## config.mk

```make
export PLATFORM = sky130hd
export DESIGN_NAME = fc_writeback
export DESIGN_NICKNAME = d
export VERILOG_FILES = /design/src/fc_pkg.sv /design/src/fc_writeback.sv
export SDC_FILE = /design/constraint.sdc
export NUM_CORES = 1
export LEC_CHECK = 0
export BUFFER_PORTS_ARGS = -buffer_cell sky130_fd_sc_hd__buf_2
export CAP_MARGIN = 25
export CORE_AREA = 4 4 65 67
export CTS_CLUSTER_SIZE = 25
export DETAILED_ROUTE_END_ITERATION = 10
export DIE_AREA = 0 0 69 71
export PLACE_DENSITY = 0.76
export SYNTH_ARGS = -nofsm -noshare
export SYNTH_HDL_FRONTEND = slang
export SYNTH_SLANG_ARGS = --single-unit
```

## constraint.sdc

```tcl
create_clock -name clk -period 2.6 [get_ports clk]
set_input_delay 0.26 -clock clk [delete_from_list [all_inputs] [get_ports clk]]
set_output_delay 0.26 -clock clk [all_outputs]
set_load 0.01 [all_outputs]
```

## src/fc_pkg.sv

```systemverilog
`default_nettype none

package fc_pkg;

  // ==================================================
  // Memory bus geometry
  // ==================================================
  localparam int ADDR_WIDTH    = 19;
  localparam int MEM_BUS_BYTES = 32;
  // Size field wide enough for a full 32-byte burst
  localparam int SIZE_WIDTH    = 6;

  typedef logic [ADDR_WIDTH-1:0] addr_t;
  typedef logic [SIZE_WIDTH-1:0] size_t;

  // ==================================================
  // Chunk and row geometry
  // ==================================================
  localparam int CHUNK_BYTES     = 32;
  localparam int CHUNKS_PER_ROW  = 4;
  localparam int ROW_BYTES       = CHUNK_BYTES * CHUNKS_PER_ROW;
  localparam int CHUNK_IDX_WIDTH = $clog2(CHUNKS_PER_ROW);
  localparam int ROW_CNT_WIDTH   = 8;

  typedef logic [CHUNK_IDX_WIDTH-1:0] chunk_idx_t;
  typedef logic [ROW_CNT_WIDTH-1:0]   row_cnt_t;

  // Payloads, one byte per lane
  typedef logic [CHUNK_BYTES*8-1:0] vec_t;
  typedef logic signed [31:0]       bias_t;
  typedef logic signed [31:0]       acc_t;
  typedef logic [7:0]               out_byte_t;

  // Activation scaling, total right shift after bias add
  localparam int WB_LOG2_SCALE    = 7;
  localparam int LOG2_RELU_FACTOR = 1;
  localparam int LOG2_SCALE       = WB_LOG2_SCALE + LOG2_RELU_FACTOR;

  // ==================================================
  // Memory port structs
  // ==================================================
  typedef struct packed {
    logic  req;
    addr_t addr;
    size_t size;
  } rd_req_t;

  typedef struct packed {
    logic                     valid;
    logic [MEM_BUS_BYTES*8-1:0] data;
  } rd_rsp_t;

  typedef struct packed {
    logic      req;
    addr_t     addr;
    size_t     size;
    out_byte_t data;
  } wr_req_t;

  // Stage payloads
  typedef struct packed {
    logic  valid;
    logic  last;
    vec_t  data;
    vec_t  wgt;
    bias_t bias;
  } chunk_t;

  typedef struct packed {
    logic  valid;
    logic  last;
    acc_t  sum;
    bias_t bias;
  } dp_t;

  typedef struct packed {
    logic      valid;
    out_byte_t data;
  } res_t;

endpackage

`default_nettype wire

```

## src/fc_writeback.sv

```systemverilog
`timescale 1ns/1ps
`default_nettype none

module fc_writeback
  import fc_pkg::*;
(
  input  logic     clk,
  input  logic     rst_n,
  input  addr_t    addr_z,
  input  row_cnt_t num_rows,
  input  res_t     res,
  output wr_req_t  wr_req,
  input  logic     wr_ack,
  output logic     row_done,
  output logic     layer_done
);

  logic      req_q;
  row_cnt_t  row_idx;
  out_byte_t data_q;
  logic      acked;
  logic      last_row;

  assign acked    = req_q && wr_ack;
  assign last_row = (row_idx == num_rows - 1'b1);

  // Write request held until ack, then row bookkeeping
  always_ff @(posedge clk or negedge rst_n)
  begin
    if (!rst_n)
    begin
      req_q      <= 1'b0;
      row_idx    <= '0;
      row_done   <= 1'b0;
      layer_done <= 1'b0;
    end
    else
    begin
      if (acked)
        req_q <= 1'b0;
      else if (res.valid)
        req_q <= 1'b1;
      row_done   <= acked;
      layer_done <= acked && last_row;
      // Row index back to zero for the next layer
      if (acked)
        row_idx <= last_row ? '0 : row_idx + 1'b1;
    end
  end

  // Result byte, one pending at most
  always_ff @(posedge clk)
  begin
    if (res.valid)
      data_q <= res.data;
  end

  // Fields zero while idle
  assign wr_req.req  = req_q;
  assign wr_req.addr = req_q ? addr_z + addr_t'(row_idx) : '0;
  assign wr_req.size = req_q ? size_t'(1) : '0;
  assign wr_req.data = req_q ? data_q : '0;

endmodule

`default_nettype wire

```

==> impl_metrics.json <==
{
  "yosysSeqAreaShare": 0.300,
  "post-route-min-period_ns": 2.54,
  "dr_total_vias": 1644,
  "setup_violations": 0,
  "crit_path_end": "wr_req[27]",
  "crit_type": "reg2out",
  "drive_gt1_frac": 0.353,
  "antenna_found_initial": 0,
  "die_w_um": 69,
  "gr-usage-all-layers": 0.152,
  "finalClockSkew_ns": 0.00642,
  "cp-startpoint": "row_idx[1]",
  "syn_area_um2": 1720,
  "vdd_drop_max_mv": 0.409,
  "ys_seq_elements": 19,
  "cts_made_buffers": 3,
  "synth_edf_count": 8,
  "die-area_um2": 4900,
  "ctsHtreeMaxLevel": 1,
  "met2_usage": 0.253,
  "holdCritPathClass": "in2reg",
  "grt-ovfl-total": 0,
  "busiest_layer": "met2",
  "ys_top_cells_by_count": "and2_1, nand2_1, nand3_1, nor2_1",
  "drtIter0Drc": 43,
  "fp.dieH_um": 71,
  "fmax_ghz": 0.394,
  "fin_setup_tns_ns": 0,
  "worst-r2r-cell-count": 6,
  "ys_types": 44,
  "hold_viol": 0,
  "hold_start": "res[1]",
  "gp_congestion": 0.858,
  "ys.flop_type": "dfrtp_1",
  "wl_per_cell_um": 11.8,
  "slew_violations": 0,
  "ys_top_cells_by_area": "dfrtp_1, edfxtp_1, ha_1, and2_1, xnor2_1",
  "regToRegStartpoint": "row_idx[7]",
  "internal_power_mw": 0.758,
  "setup_ws_ns": 0.0642,
  "clkPwrFrac": 0.176,
  "first_global_vias": 1402,
  "cp.arrival_ns": 2.28,
  "std_cell_rows": 22,
  "rsz0062_at_grt": "true",
  "clk_latency_ns": 0.26,
  "ys_warn_count": 0,
  "cts-root-buf": "clkbuf_8",
  "drtPass1Iterations": 4,
  "antenna_left": 0,
  "cts.sinks": 19,
  "ios": 75,
  "reg2reg_slack_ns": 0.61,
  "rr_endpoint": "row_idx[2]",
  "antenna_cells": 0,
  "nets": 329,
  "syn2layout_area_growth_pct": 32.1,
  "synth_top_area_cell": "dfrtp_1",
  "wl_mm": 3.84,
  "power.switching_mw": 0.442,
  "syn_inst": 197,
  "grt_max_degree": 21,
  "fp.coreArea_um2": 3630,
  "portBuffers": 69,
  "initial_utilization": 0.473,
  "pwr-share-seq": 0.318,
  "min_period_over_period": 0.975,
  "status": "finished, final reports clean",
  "end_kind": "primary output",
  "drc": 0,
  "cp_max_fo": 5,
  "pre_cts_ws_ns": 0.148,
  "post-synth-top-area-fraction": 0.160,
  "start_kind": "register",
  "synth_area_per_cell_um2": 8.73,
  "clockBufferDepth": 2,
  "cap_violations": 0,
  "sw_frac_of_total": 0.369,
  "p_leak_nw": 1.12,
  "grt_use_met1": 0.199,
  "synth-async-reset-ratio": 0.579,
  "p_comb_frac": 0.506,
  "use_met3": 0.0313,
  "cts.reportedPaths.clkPinSlew_ns": 0.08,
  "routed_via_density": 5.04,
  "hpwlAfterDp_mm": 3.08,
  "required_ns": 2.34,
  "cellPowerDensity_nw_per_um2": 528,
  "cts_tree": "built",
  "grt_first_pass_wirelength_mm": 6.34
}
==> power groups by stage <==
stage	registers, mW	clock network (mW)	logic (mW)
after floorplan	0.390	0	0.343
after global placement	0.389	0	0.520
after detailed placement	0.392	0	0.527
after CTS	0.388	0.215	0.546
after global routing	0.386	0.228	0.681
final	0.382	0.211	0.607
==> worst max-delay path, stage by stage, from the launching register on <==
cell and delay, ns:
dfrtp_2 0.44, ha_1 0.27, a21o_1 0.19, a21oi_2 0.19
o211ai_1 0.14, a31o_2 0.31, nand3_1 0.10, mux2i_1 0.21
buf_2 0.16
==> registers in the layout, indices dropped and copies added (netlist names) <==
name        flops
row_done        1
req_q           1
data_q          8
row_idx         8
layer_done      1
==> how the worst min path moves through the flow <==
stage	endpoint	slack [ns]	cells after the start
after detailed placement	row_done	0.14	1
final	data_q[1]	0.17	1
after global routing	data_q[7]	0.16	1
after CTS	data_q[5]	0.17	1
after floorplan	layer_done	-0.04	0
after global placement	row_idx[1]	0.14	1
==> area by class of cell <==
type	count	area (um^2)
Clock buffer	3	41.3
Clock inverter	1	7.51
Fill cell	335	1360
Inverter	7	26.3
Multi-Input combinational cell	164	1160
Sequential cell	19	517
Tap cell	48	60.1
Timing Repair Buffer	84	460
==> stage by stage <==
step           hold slack, ns  std cells   util  cell area, um^2  power (mW)
2_1_floorplan         -0.0356        201      -             1740       0.733
3_3_place_gp            0.143        315  0.587             2130       0.909
3_5_place_dp            0.145        315  0.587             2130       0.919
4_1_cts                 0.166        321  0.609             2210        1.15
5_1_grt                 0.160        326  0.625             2270        1.30
6_report                0.170        326  0.625             2270        1.20
==> placed cells by master, fill, tap and decap left out, drive strengths merged, types with 2 or more instances in the layout <==
master,netlist,layout
mux2i,6,6
xnor2,11,11
a21o,7,7
nand2b,7,7
or3,3,3
o21ai,5,5
dfrtp,11,11
conb,1,5
nand4,3,3
nor3,4,4
nand2,18,18
a21oi,9,9
and3b,2,2
inv,7,7
nor2,12,12
nand3,12,12
ha,10,10
and4,2,2
xor2,10,10
and2,19,19
buf,8,83
clkbuf,3,3
o211ai,2,2
edfxtp,8,8
==> cells by family (layout without fill, tap and decap cells) <==
group / count (synthesis) / count (layout) / share of synthesized area
xor+xnor: 21 / 21 / 0.107
simple gates: 90 / 90 / 0.287
buf+inv: 18 / 95 / 0.0553
fa+ha+maj: 11 / 11 / 0.0844
mux: 6 / 6 / 0.0349
compound gates: 31 / 31 / 0.130
other cells: 1 / 5 / 0.00218
flops: 19 / 19 / 0.300
==> timing repair <==
| action | in CTS | in global routing |
|---|---|---|
| endpoints found under the hold margin | 11 | 0 |
| setup buffers | 1 | 5 |
| resized for setup | 4 | 5 |
| setup endpoints to repair | 11 | 13 |
| pin swaps | 1 | 5 |
| hold buffers | 1 | 0 |
==> metal layers <==
metal	wire, um	vias to the layer above
met5	0	-
met4	45	0
met3	221	4
met2	1930	37
met1	1640	755
li1	-	848
Power figures use the tool's default switching activity.
