`config.mk`:
```
export PLATFORM = sky130hd
export DESIGN_NAME = fc_accumulate
export DESIGN_NICKNAME = d
export VERILOG_FILES = /design/src/fc_pkg.sv /design/src/fc_accumulate.sv
export SDC_FILE = /design/constraint.sdc
export NUM_CORES = 1
export LEC_CHECK = 0
export BUFFER_PORTS_ARGS = -buffer_cell sky130_fd_sc_hd__buf_2
export CAP_MARGIN = 5
export CORE_AREA = 4 4 121 123
export DETAILED_ROUTE_END_ITERATION = 8
export DIE_AREA = 0 0 125 127
export GPL_ROUTABILITY_DRIVEN = 0
export SYNTH_ARGS = -nofsm -noshare
export SYNTH_HDL_FRONTEND = slang
export SYNTH_SLANG_ARGS = --single-unit
export TNS_END_PERCENT = 10
```
`constraint.sdc`:
```
create_clock -name clk -period 4.8 [get_ports clk]
set_input_delay 0.24 -clock clk [delete_from_list [all_inputs] [get_ports clk]]
set_output_delay 0.24 -clock clk [all_outputs]
set_load 0.02 [all_outputs]
```
`src/fc_pkg.sv`:
```
`default_nettype none

package fc_pkg;

  // ==================================================
  // Memory bus geometry
  // ==================================================
  localparam int ADDR_WIDTH    = 19;
  localparam int MEM_BUS_BYTES = 32;
  // Size field wide enough for a full 32-byte burst
  localparam int SIZE_WIDTH    = 6;

  typedef logic [ADDR_WIDTH-1:0] addr_t;
  typedef logic [SIZE_WIDTH-1:0] size_t;

  // ==================================================
  // Chunk and row geometry
  // ==================================================
  localparam int CHUNK_BYTES     = 32;
  localparam int CHUNKS_PER_ROW  = 4;
  localparam int ROW_BYTES       = CHUNK_BYTES * CHUNKS_PER_ROW;
  localparam int CHUNK_IDX_WIDTH = $clog2(CHUNKS_PER_ROW);
  localparam int ROW_CNT_WIDTH   = 8;

  typedef logic [CHUNK_IDX_WIDTH-1:0] chunk_idx_t;
  typedef logic [ROW_CNT_WIDTH-1:0]   row_cnt_t;

  // Payloads, one byte per lane
  typedef logic [CHUNK_BYTES*8-1:0] vec_t;
  typedef logic signed [31:0]       bias_t;
  typedef logic signed [31:0]       acc_t;
  typedef logic [7:0]               out_byte_t;

  // Activation scaling, total right shift after bias add
  localparam int WB_LOG2_SCALE    = 7;
  localparam int LOG2_RELU_FACTOR = 1;
  localparam int LOG2_SCALE       = WB_LOG2_SCALE + LOG2_RELU_FACTOR;

  // ==================================================
  // Memory port structs
  // ==================================================
  typedef struct packed {
    logic  req;
    addr_t addr;
    size_t size;
  } rd_req_t;

  typedef struct packed {
    logic                     valid;
    logic [MEM_BUS_BYTES*8-1:0] data;
  } rd_rsp_t;

  typedef struct packed {
    logic      req;
    addr_t     addr;
    size_t     size;
    out_byte_t data;
  } wr_req_t;

  // Stage payloads
  typedef struct packed {
    logic  valid;
    logic  last;
    vec_t  data;
    vec_t  wgt;
    bias_t bias;
  } chunk_t;

  typedef struct packed {
    logic  valid;
    logic  last;
    acc_t  sum;
    bias_t bias;
  } dp_t;

  typedef struct packed {
    logic      valid;
    out_byte_t data;
  } res_t;

endpackage

`default_nettype wire

```
`src/fc_accumulate.sv`:
```
`timescale 1ns/1ps
`default_nettype none

module fc_accumulate
  import fc_pkg::*;
(
  input  logic clk,
  input  logic rst_n,
  input  dp_t  dp,
  output res_t res
);

  acc_t      row_sum;
  acc_t      total;
  acc_t      shifted;
  out_byte_t act;
  logic      res_valid;
  out_byte_t res_data;

  // ==================================================
  // Activation
  // ==================================================
  // Row sum so far, this chunk and the bias
  assign total   = row_sum + dp.sum + dp.bias;
  assign shifted = total >>> LOG2_SCALE;

  always_comb
  begin
    if (total <= 0)
      act = '0;
    // Saturate anything above one byte
    else if (|shifted[$bits(acc_t)-1:$bits(out_byte_t)])
      act = '1;
    else
      act = shifted[$bits(out_byte_t)-1:0];
  end

  // Running sum, cleared at the row end
  always_ff @(posedge clk or negedge rst_n)
  begin
    if (!rst_n)
    begin
      row_sum   <= '0;
      res_valid <= 1'b0;
    end
    else
    begin
      res_valid <= dp.valid && dp.last;
      if (dp.valid)
        row_sum <= dp.last ? '0 : row_sum + dp.sum;
    end
  end

  always_ff @(posedge clk)
  begin
    if (dp.valid && dp.last)
      res_data <= act;
  end

  assign res = '{valid: res_valid, data: res_data};

endmodule

`default_nettype wire

```
==> impl_summary.md <==
Status
The flow ran to the end, and the final reports show no timing, DRC or antenna violations.

Worst setup path
The worst register-to-register path ends at res_data[2]$_SDFFCE_PP0P_. STA classifies the critical path startpoint as a register. Traced cell by cell, the critical path runs through fa_1 -> ha_1 -> fa_1 -> a21oi_1 -> o21ai_0 -> a21oi_1 -> o21a_1 -> o21ai_0 -> mux2i_1 -> o2111ai_1 -> nor4_2 -> a31oi_1. The logic depth of the worst setup path including buffers is 12. The critical path is of the register to register type.

For the worst flop-to-flop path, the logic depth is 12. Along the worst path, the maximum fanout reaches 8. Setup slack on the worst reg-to-reg path comes out at 0.66 ns. Tracing the worst setup path back leads to its startpoint at row_sum[1]$_DFFE_PN0P_. For this design, the slowest cell found on the critical path is sky130_fd_sc_hd__nor4_2. The buffers plus inverters on the worst setup path is 0. Data on the critical path is required at its endpoint by slightly below 5 ns. In this run the worst setup path terminates at res_data[2]$_SDFFCE_PP0P_. The data arrival time at the worst-slack endpoint is 4.16 ns. The top cell family by delay on the critical path is compound AO/OA/AOI/OAI gates.

The worst stage delay on the critical path is 0.60 ns. The nature of the critical path endpoint is a register. The startpoint identified for the worst register-to-register timing path is row_sum[1]$_DFFE_PN0P_.

Layout
Of the cells placed in the final design, the portion with a size suffix greater than 1 is 14.84%. Once layout is complete, the utilization of the core stands at roughly 44%. The antenna cell count is 0. The most common cell after layout, fill and taps aside is sky130_fd_sc_hd__buf_2. The synthesis-to-finish area growth is 13.56%. The total of fill cells in the finished design is about 1400. Leaving out fill and tap cells, the most frequent cells in the layout are 76 x sky130_fd_sc_hd__buf_2, 61 x sky130_fd_sc_hd__ha_1, 58 x sky130_fd_sc_hd__a21oi_1. The count of nets after finishing is 835.

Logic synthesis
In the synthesized netlist the dominant register cell turns out to be sky130_fd_sc_hd__dfrtp_1. The cell area that synthesis handed to floorplanning was roughly 5300 um^2. The synthesized netlist cell count is around 600. The share of flip-flops with an asynchronous set or reset is 80.49%. The flip-flop and latch count after synthesis is 41. After synthesis, flip-flops and latches occupy about a fifth of the total area. The number of warnings reported in the yosys synthesis log is 0. The number of nets handed over by synthesis was ~760. In this run, synthesis inferred 8 flip-flops with an integrated enable.

The post-synthesis average cell area is 8.875 um^2. Synthesis instantiated 66 different standard cells from the library.

Min path
The classification of the worst-slack hold path is input port to async pin.

Power and ir drop
VDD sags by at most approximately 0.00021 V. Summed over all cells, the static leakage comes to 2.914 nW. The clock network fraction of total power is 10.1%. The switching component of the power is 2.028 mW. The cell-internal power is around 2 mW.

The part of the power in combinational logic is 74.3%. The switching power share of the total is 50.48%. Power spread over the standard cell area amounts to about 660 nW/um^2. The sequential share of power is between 15 and 20%.

STA
The summed negative setup slack over all endpoints is 0 ns. The max-slew violation total from the final report is 0. In this run the tightest slew margin relative to its limit is ~32%. Setup repair after global routing left no endpoint under its margin. The number of endpoints with negative hold slack in the final report is 0. Setup violations remaining at the end of the flow were counted as 0. The largest clock skew in the final design is 0.009025 ns. The post-route minimum period is a little over 4 ns. The post-route fraction of the period consumed by the critical path is ~86%. For the pin with the worst max-slew slack, the measured transition is 1.012 ns. The peak clock frequency supported by timing is 241.4 MHz.

Global route
The first global-routing pass estimated 24630 um of wire. The number of antenna violations at the first check in global routing is 0. The overall track demand over capacity in global routing is between 10% and 20%. The number of global-route vias before repair is a little under 5000. The pin count of the biggest net entering global routing is 34.

The met2 global-route usage is 32.43%. The global routing stage identified its most utilized layer as met2. Global routing finished with a remaining overflow of 0. The met3 track utilization from global routing is 2.717%. Global routing used around a quarter of the available met1 tracks.

Floorplan
The initial utilization of the core area, before any placement, comes to between 30% and 40%. The floorplan step set the die width to 125 um. The core area is around 14000 um^2.

The die covers 15880 um^2. The top-level I/O count is 77. The y dimension of the die is about 130 um.

The initialized floorplan defines 43 standard-cell rows.

Detailed routing
Once detail routing completed, the nets flagged for antenna violations numbered 0. The number of optimization iterations in the first detailed-route pass is 7. The detailed-route wire length per cell is 17.68 um. The number of remaining DRC errors is 0. The first routing iteration left 380 violations.

The final wirelength is 15100 um. Summing over every cut layer, the via total after detailed routing is 4909. In the routed layout, each cell is associated on average with a via count of 5.748.

Clock network
The cell at the root of the clock tree is sky130_fd_sc_hd__clkbuf_16. The total clock sinks is about 40. In this run, CTS created clock tree buffers numbering 5. The CTS clock-pin slew for the worst setup and hold paths is 0.07 ns. Hold repair after CTS inserted 0 buffers. After clock tree synthesis, the setup repair step added 0 buffers.

The count of cells resized by post-cts repair is 0. The CTS H-tree depth is 2. TritonCTS built the clock tree.

The later-pin clock latency in the skew report is 0.30 ns. In this run the deepest clock path goes through 2 buffers.

Run
Max-cap violations in this run came to 0.

Place
The count of port buffers added during placement is 76. Detailed placement ended at an HPWL of 12210 um.
-- synth_stat cells, types with 9 or more instances --
cell	n	share of area, %
sky130_fd_sc_hd__ha_1	61	14
sky130_fd_sc_hd__a21oi_1	58	5.4
sky130_fd_sc_hd__nand2_1	43	3.0
sky130_fd_sc_hd__nor2_1	36	2.5
sky130_fd_sc_hd__inv_1	35	2.5
sky130_fd_sc_hd__dfrtp_1	33	15
sky130_fd_sc_hd__fa_1	33	12
sky130_fd_sc_hd__o21ai_0	29	2.7
sky130_fd_sc_hd__a21o_1	28	3.9
sky130_fd_sc_hd__xnor2_1	25	4.1
sky130_fd_sc_hd__a22o_1	18	3.0
sky130_fd_sc_hd__a31oi_1	18	2.1
sky130_fd_sc_hd__xor2_1	13	2.1
sky130_fd_sc_hd__nand3_1	12	1.1
sky130_fd_sc_hd__o21bai_1	12	1.7
sky130_fd_sc_hd__clkbuf_1	10	0.70
sky130_fd_sc_hd__nor3_1	9	0.84
sky130_fd_sc_hd__o21a_1	9	1.3
-- power groups by stage --
stage	clock (mW)	sequential, mW	combinational, mW
after CTS	0.411	0.624	2.95
after global placement	0	0.622	2.89
after global routing	0.423	0.642	3.34
after floorplan	0	0.642	2.25
final	0.404	0.627	2.99
after detailed placement	0	0.631	2.93
-- through the flow --
| stage | worst slack (ns) | hold slack [ns] | std cells | total power, mW | cell area [um^2] |
|---|---|---|---|---|---|
| floorplan | 1.350 | -0.05559 | 602 | 2.889 | 5343 |
| global placement | 0.9472 | 0.3930 | 846 | 3.508 | 5901 |
| detailed placement | 0.7614 | 0.3980 | 846 | 3.559 | 5901 |
| CTS | 0.7188 | 0.07894 | 854 | 3.985 | 6067 |
| global route | 0.3162 | 0.1325 | 854 | 4.402 | 6067 |
| finish | 0.6569 | 0.03701 | 854 | 4.017 | 6067 |
-- final cells by class --
class | instances | area, um^2 | share of cell area [%]
multi-input combinational | 513 | 4094 | 67.48
sequential | 41 | 1066 | 17.57
timing repair buffer | 76 | 380.4 | 6.269
tap | 180 | 225.2 | 3.712
inverter | 36 | 135.1 | 2.227
clock buffer | 5 | 125.1 | 2.062
clock inverter | 3 | 41.29 | 0.6806
-- sequential cells by signal (all words and copies together) (netlist names) --
| name | flops |
|---|---|
| res_data | 8 |
| row_sum | 32 |
| res_valid | 1 |
-- cell families (layout without fill, tap and decap cells) --
family | Yosys count | count (layout) | share of synthesized area [%]
compound gates | 228 | 228 | 29.34
buf+inv | 48 | 120 | 3.466
simple gates | 150 | 150 | 13.77
flops | 41 | 41 | 19.95
mux | 3 | 3 | 0.5855
xor+xnor | 38 | 38 | 6.230
fa+ha+maj | 94 | 94 | 26.65
-- worst min path at each step --
stage           from                       to  slack, ns
3_5_place_dp   rst_n  row_sum[23]$_DFFE_PN0P_       0.40
5_1_grt        rst_n  row_sum[23]$_DFFE_PN0P_       0.13
3_3_place_gp   rst_n  row_sum[24]$_DFFE_PN0P_       0.39
4_1_cts        rst_n  row_sum[14]$_DFFE_PN0P_       0.08
6_report       rst_n  row_sum[23]$_DFFE_PN0P_       0.04
2_1_floorplan  rst_n      res_valid$_DFF_PN0_      -0.06
-- per-layer routing --
metal | share of wire [%] | up-vias
li1 | - | 2402
met5 | 0 | -
met1 | 44 | 2348
met2 | 49 | 138
met3 | 5.1 | 21
met4 | 2.0 | 0
Power figures use the tool's default switching activity.
