$ cat src/fc_pkg.sv
`default_nettype none

package fc_pkg;

  // ==================================================
  // Memory bus geometry
  // ==================================================
  localparam int ADDR_WIDTH    = 19;
  localparam int MEM_BUS_BYTES = 32;
  // Size field wide enough for a full 32-byte burst
  localparam int SIZE_WIDTH    = 6;

  typedef logic [ADDR_WIDTH-1:0] addr_t;
  typedef logic [SIZE_WIDTH-1:0] size_t;

  // ==================================================
  // Chunk and row geometry
  // ==================================================
  localparam int CHUNK_BYTES     = 32;
  localparam int CHUNKS_PER_ROW  = 4;
  localparam int ROW_BYTES       = CHUNK_BYTES * CHUNKS_PER_ROW;
  localparam int CHUNK_IDX_WIDTH = $clog2(CHUNKS_PER_ROW);
  localparam int ROW_CNT_WIDTH   = 8;

  typedef logic [CHUNK_IDX_WIDTH-1:0] chunk_idx_t;
  typedef logic [ROW_CNT_WIDTH-1:0]   row_cnt_t;

  // Payloads, one byte per lane
  typedef logic [CHUNK_BYTES*8-1:0] vec_t;
  typedef logic signed [31:0]       bias_t;
  typedef logic signed [31:0]       acc_t;
  typedef logic [7:0]               out_byte_t;

  // Activation scaling, total right shift after bias add
  localparam int WB_LOG2_SCALE    = 7;
  localparam int LOG2_RELU_FACTOR = 1;
  localparam int LOG2_SCALE       = WB_LOG2_SCALE + LOG2_RELU_FACTOR;

  // ==================================================
  // Memory port structs
  // ==================================================
  typedef struct packed {
    logic  req;
    addr_t addr;
    size_t size;
  } rd_req_t;

  typedef struct packed {
    logic                     valid;
    logic [MEM_BUS_BYTES*8-1:0] data;
  } rd_rsp_t;

  typedef struct packed {
    logic      req;
    addr_t     addr;
    size_t     size;
    out_byte_t data;
  } wr_req_t;

  // Stage payloads
  typedef struct packed {
    logic  valid;
    logic  last;
    vec_t  data;
    vec_t  wgt;
    bias_t bias;
  } chunk_t;

  typedef struct packed {
    logic  valid;
    logic  last;
    acc_t  sum;
    bias_t bias;
  } dp_t;

  typedef struct packed {
    logic      valid;
    out_byte_t data;
  } res_t;

endpackage

`default_nettype wire

$ cat src/fc_read_port.sv
`timescale 1ns/1ps
`default_nettype none

module fc_read_port
  import fc_pkg::*;
#(
  parameter type payload_t = vec_t
) (
  input  logic     clk,
  input  logic     rst_n,
  input  logic     fetch,
  input  addr_t    base,
  output rd_req_t  req,
  input  rd_rsp_t  rsp,
  output payload_t payload,
  output logic     ready,
  input  logic     consume
);

  logic req_q;
  logic hit;

  // Response accepted only while our request is up
  assign hit = req_q && rsp.valid;

  // Request level, held until the valid strobe
  always_ff @(posedge clk or negedge rst_n)
  begin
    if (!rst_n)
    begin
      req_q <= 1'b0;
      ready <= 1'b0;
    end
    else
    begin
      if (hit)
        req_q <= 1'b0;
      else if (fetch && !req_q)
        req_q <= 1'b1;
      // Payload held until fetch takes it
      if (hit)
        ready <= 1'b1;
      else if (consume)
        ready <= 1'b0;
    end
  end

  // Low bytes of the bus carry the payload
  always_ff @(posedge clk)
  begin
    if (hit)
      payload <= payload_t'(rsp.data[$bits(payload_t)-1:0]);
  end

  // Address and size read as zero when idle
  assign req.req  = req_q;
  assign req.addr = req_q ? base : '0;
  assign req.size = req_q ? size_t'($bits(payload_t) / 8) : '0;

endmodule

`default_nettype wire

$ cat src/fc_fetch.sv
`timescale 1ns/1ps
`default_nettype none

module fc_fetch
  import fc_pkg::*;
(
  input  logic    clk,
  input  logic    rst_n,
  input  logic    go,
  input  addr_t   addr_x,
  input  addr_t   addr_y,
  input  addr_t   addr_b,
  output rd_req_t data_req,
  output rd_req_t wgt_req,
  output rd_req_t bias_req,
  input  rd_rsp_t data_rsp,
  input  rd_rsp_t wgt_rsp,
  input  rd_rsp_t bias_rsp,
  input  logic    row_done,
  input  logic    layer_done,
  output chunk_t  chunk,
  output logic    busy
);

  chunk_idx_t chunk_idx;
  row_cnt_t   row_idx;
  logic       start, next_row, last_chunk, emit;
  logic       fetch_vec, fetch_bias;
  addr_t      data_base, wgt_base, bias_base;
  vec_t       data_pl, wgt_pl;
  bias_t      bias_pl;
  logic       data_rdy, wgt_rdy, bias_rdy;
  logic       chunk_valid, chunk_last;
  vec_t       chunk_data, chunk_wgt;
  bias_t      chunk_bias;

  // ==================================================
  // Sequencing
  // ==================================================
  // go ignored while a layer runs
  assign start      = go && !busy;
  assign next_row   = row_done && !layer_done;
  assign last_chunk = (chunk_idx == chunk_idx_t'(CHUNKS_PER_ROW - 1));
  // Bias needed only for the first chunk of a row
  assign emit       = data_rdy && wgt_rdy && (bias_rdy || chunk_idx != '0);
  // After the last chunk, stall until writeback frees the row
  assign fetch_vec  = start || next_row || (emit && !last_chunk);
  assign fetch_bias = start || next_row;

  always_ff @(posedge clk or negedge rst_n)
  begin
    if (!rst_n)
    begin
      busy      <= 1'b0;
      chunk_idx <= '0;
      row_idx   <= '0;
    end
    else if (start)
    begin
      busy      <= 1'b1;
      chunk_idx <= '0;
      row_idx   <= '0;
    end
    else
    begin
      if (layer_done)
        busy <= 1'b0;
      if (next_row)
        row_idx <= row_idx + 1'b1;
      // Wraps to zero after the last chunk
      if (emit)
        chunk_idx <= chunk_idx + 1'b1;
    end
  end

  // Addresses follow the indices, stable while a request is held
  assign data_base = addr_x + addr_t'(chunk_idx * CHUNK_BYTES);
  assign wgt_base  = addr_y + addr_t'(row_idx * ROW_BYTES + chunk_idx * CHUNK_BYTES);
  assign bias_base = addr_b + addr_t'(row_idx * ($bits(bias_t) / 8));

  // ==================================================
  // Read clients
  // ==================================================
  fc_read_port #(.payload_t(vec_t)) data_port_i (
    .clk(clk), .rst_n(rst_n), .fetch(fetch_vec), .base(data_base),
    .req(data_req), .rsp(data_rsp), .payload(data_pl),
    .ready(data_rdy), .consume(emit)
  );

  fc_read_port #(.payload_t(vec_t)) wgt_port_i (
    .clk(clk), .rst_n(rst_n), .fetch(fetch_vec), .base(wgt_base),
    .req(wgt_req), .rsp(wgt_rsp), .payload(wgt_pl),
    .ready(wgt_rdy), .consume(emit)
  );

  // Bias payload stays put for the rest of the row
  fc_read_port #(.payload_t(bias_t)) bias_port_i (
    .clk(clk), .rst_n(rst_n), .fetch(fetch_bias), .base(bias_base),
    .req(bias_req), .rsp(bias_rsp), .payload(bias_pl),
    .ready(bias_rdy), .consume(emit && chunk_idx == '0)
  );

  // Chunk register towards the dot product
  always_ff @(posedge clk or negedge rst_n)
  begin
    if (!rst_n)
      chunk_valid <= 1'b0;
    else
      chunk_valid <= emit;
  end

  always_ff @(posedge clk)
  begin
    if (emit)
    begin
      chunk_last <= last_chunk;
      chunk_data <= data_pl;
      chunk_wgt  <= wgt_pl;
      chunk_bias <= bias_pl;
    end
  end

  assign chunk = '{valid: chunk_valid, last: chunk_last, data: chunk_data,
                   wgt: chunk_wgt, bias: chunk_bias};

endmodule

`default_nettype wire

$ cat config.mk
export PLATFORM = sky130hd
export DESIGN_NAME = fc_fetch
export DESIGN_NICKNAME = d
export VERILOG_FILES = /design/src/fc_pkg.sv /design/src/fc_read_port.sv /design/src/fc_fetch.sv
export SDC_FILE = /design/constraint.sdc
export NUM_CORES = 1
export LEC_CHECK = 0
export ABC_AREA = 1
export BUFFER_PORTS_ARGS = -buffer_cell sky130_fd_sc_hd__buf_2
export CAP_MARGIN = 40
export CORE_AREA = 5 5 557 559
export CTS_BUF_LIST = sky130_fd_sc_hd__clkbuf_8 sky130_fd_sc_hd__clkbuf_16
export DETAILED_ROUTE_END_ITERATION = 12
export DIE_AREA = 0 0 562 564
export HOLD_SLACK_MARGIN = 0.02
export PLACE_DENSITY = 0.38
export SETUP_SLACK_MARGIN = 0.15
export SLEW_MARGIN = 25
export SYNTH_ARGS = -nofsm -noshare
export SYNTH_HDL_FRONTEND = slang
export SYNTH_HIERARCHICAL = 1
export SYNTH_SLANG_ARGS = --single-unit
$ cat constraint.sdc
create_clock -name clk -period 65.9 [get_ports clk]
set_input_delay 16.475 -clock clk [delete_from_list [all_inputs] [get_ports clk]]
set_output_delay 16.475 -clock clk [all_outputs]
set_load 0.005 [all_outputs]
==> key figures <==
Synth
  – Cell variety after synth: 29
  – Syn. warnings: 6
  – Gate Count Post-Synth: 1,667
  – Post-synth top area share: 91.0%
  – EDFF count, synth: 1,089
  – Post-synthesis sequential area ratio: 92.2%
  – Synth Flop Type: edfxtp_1
  – Syn_area_per_cell: 21.6 um^2
  – Synthesized area: 36,000 um^2
  – Async set-reset flop share out of synthesis: 1.63%
  – Synth Area in Adders: 0.967%
  – Mux contribution to synthesized area: 0%
  – Synth area leader: edfxtp_1
  – Synth Area in Compound Gates: 0.369%
  – Ranking of synthesized cells by area: edfxtp_1 (91%), nand2_1 (2.2%), inv_1 (1.5%)
  – Simple logic cell fraction of the synthesized area: 3.65%
  – Largest family of logic cells by synthesized area: simple AND/OR/NAND/NOR gates
  – Post-Synth XOR/XNOR Area: 0.609%
  – Register bit total from synthesis: 1,107

Clock network
  – CTS Buf Count: 149
  – # resized after CTS: 0
  – Clock sinks: 1,107
  – CTS tree: built
  – Clock buffer depth: 4
  – Post-cts hold buffer count: 0
  – Clk Tree Root Cell: clkbuf_16
  – H-tree depth: 4
  – CTS clock-pin slew for the worst setup and hold paths: 60 ps
  – Setup Fix Bufs, Post-CTS: 0
  – Clk_lat worst skew: 810 ps

Global route
  – First-pass GRT wire length: 235 mm
  – Largest net degree at the start of global routing: 131
  – GRT Residual Overflow: 0
  – GRT Total Usage: 11.5%
  – Vias in the first global route: 21,695
  – Initial antenna violation count: 295

Critical path
  – Nature of the critical path endpoint: primary output
  – CP Max Fanout: 4
  – Setup CP Type: in -> out
  – Worst endpoint data arrival time: 18,150 ps
  – Critical Path RT: 49,420 ps
  – Critical path startpoint category: primary input

Detailed routing
  – Vias: 21,255
  – Vias per cell: 2.95
  – Drt drc: 0
  – Wire per inst: 26.6 um
  – Initial DRC Count: 1,320
  – Final WL: 192 mm
  – Detail Route Antenna Nets: 0
  – First-pass DRT Iterations: 5

Timing
  – Final setup fails: 0
  – RSZ-0062 raised after global routing: false
  – Max-slew headroom: 24.3%
  – Fin. Hold Viols: 0
  – Slew of the pin with the lowest slew margin: 1140 ps
  – Max Slew Vio Count: 0
  – Setup Skew: 55.3 ps
  – Sum Neg Setup Slack: 0 ps
  – Fmax: 28.9 MHz
  – Min Tclk post-route: 34,620 ps
  – Final period util: 52.5%

Power and ir drop
  – Pwr Density: 44.7 nW/um^2
  – Leak pwr: 19.9 nW
  – Max VDD drop: 41.3 uV

Place
  – DP Wirelength: 159 mm
  – Port Buf Inserts: 1,218
  – GP Congestion: 0.824

Die
  – Die Area: 317,000 um^2
  – I/O Pins: 1,458
  – Die H: 564 um
  – Core ar.: 305,000 um^2
  – FP Rows: 203
  – Die Wd: 562 um
  – Starting density of the core: 11.8%

Final layout
  – Most common cell after layout, fill and taps aside: buf_2
  – Area of the multi-input gates: 2080 um^2
  – Seq. cell area: 33,200 um^2
  – Fin util: 17.1%
  – Synth-to-Final Area Change: 45.0%
  – Filler instances: 33,346
  – Final net count: 3,902
  – Proportion of layout cells with a drive suffix above 1: 46.6%
  – Most frequent cells in the layout: buf_2 (1,218), edfxtp_1 (1,089), nand2_1 (207)

Job
  – Max Cap Violations: 0

Worst hold path
  – Worst Hold Class: reg -> reg

Run status
  – Status: completed
==> Yosys cell counts (all sizes together), types with 3 or more instances <==
cell / n
edfxtp: 1089
nand2: 216
inv: 142
nor2: 37
nand3: 32
buf: 30
ha: 23
xor2: 19
dfrtp: 18
a21oi: 14
nand4: 9
nor3: 9
o21ai: 8
xnor2: 6
nand3b: 4
conb: 3
fa: 3
==> worst paths after layout <==
check                                           end                               from  slack (ps)  cells after the start
min                        chunk_wgt[222]$_DFFE_PP_  wgt_port_i/payload[222]$_DFFE_PP_         370                      0
min in group asynchronous    row_idx[4]$_DFFE_PN0P_                              rst_n       15690                      1
max reg2reg                chunk_data[95]$_DFFE_PP_           chunk_idx[1]$_DFFE_PN0P_       61630                      8
min reg2reg                chunk_wgt[222]$_DFFE_PP_  wgt_port_i/payload[222]$_DFFE_PP_         370                      0
max                                    data_req[16]                          addr_x[6]       31280                     10
max in group asynchronous     chunk_valid$_DFF_PN0_                              rst_n       49830                      1
==> cell families after synthesis <==
group,after synthesis
compound gates,25
xor+xnor,25
fa+ha+maj,26
buf+inv,172
flops,1107
other cells,3
simple gates,309
==> cell type report <==
type                       count  area share (%)
sequential                  1107            63.6
timing repair buffer        1243            12.3
tap                         3997            9.59
clock buffer                 151            7.25
multi-input combinational    400            3.99
clock inverter               115            1.93
inverter                     142            1.05
antenna                       57           0.274
==> stage by stage <==
stage          area, um^2  hold slack, ps  setup WS (ps)  total power, mW  cells
3_3_place_gp        47000             400          31210             1.57   6880
3_5_place_dp        47100             405          31210             1.57   6886
4_1_cts             51900             350          31210             2.40   7152
6_report            52100             366          31280             2.33   7212
5_1_grt             52000             363          31120             2.44   7163
2_1_floorplan       36000             400          31760             1.43   1679
==> registers in the layout, summed over array words and instances, names as in the netlist <==
register	flops
wgt_port_i/ready	1
wgt_port_i/payload	256
data_port_i/ready	1
row_idx	8
bias_port_i/req_q	1
bias_port_i/ready	1
wgt_port_i/req_q	1
chunk_idx	2
chunk_valid	1
data_port_i/req_q	1
chunk_data	256
chunk_bias	32
data_port_i/payload	256
busy	1
chunk_wgt	256
chunk_last	1
bias_port_i/payload	32
==> power breakdown <==
| part | switching, mW | leakage, nW | internal, mW |
|---|---|---|---|
| clock | 0.327 | 2.45 | 0.473 |
| sequential | 0.0506 | 10.4 | 1.03 |
| combinational | 0.324 | 7.05 | 0.122 |
==> worst max-delay path: stages <==
cell and delay, ps:
buf_2 120, ha_1 280, nand3_2 60, nand2_2 210, nand2_2 100, nor2_4 270, xor2_1 320, nand2_1 110
inv_1 80, buf_2 120
==> routing by layer <==
layer / wire [um] / global-route usage (%)
met1: 61000 / 11.5
met2: 83000 / 17.7
met3: 38700 / 9.49
met4: 7860 / 4.17
met5: 1230 / 0
(Power assumes the default switching activity.)
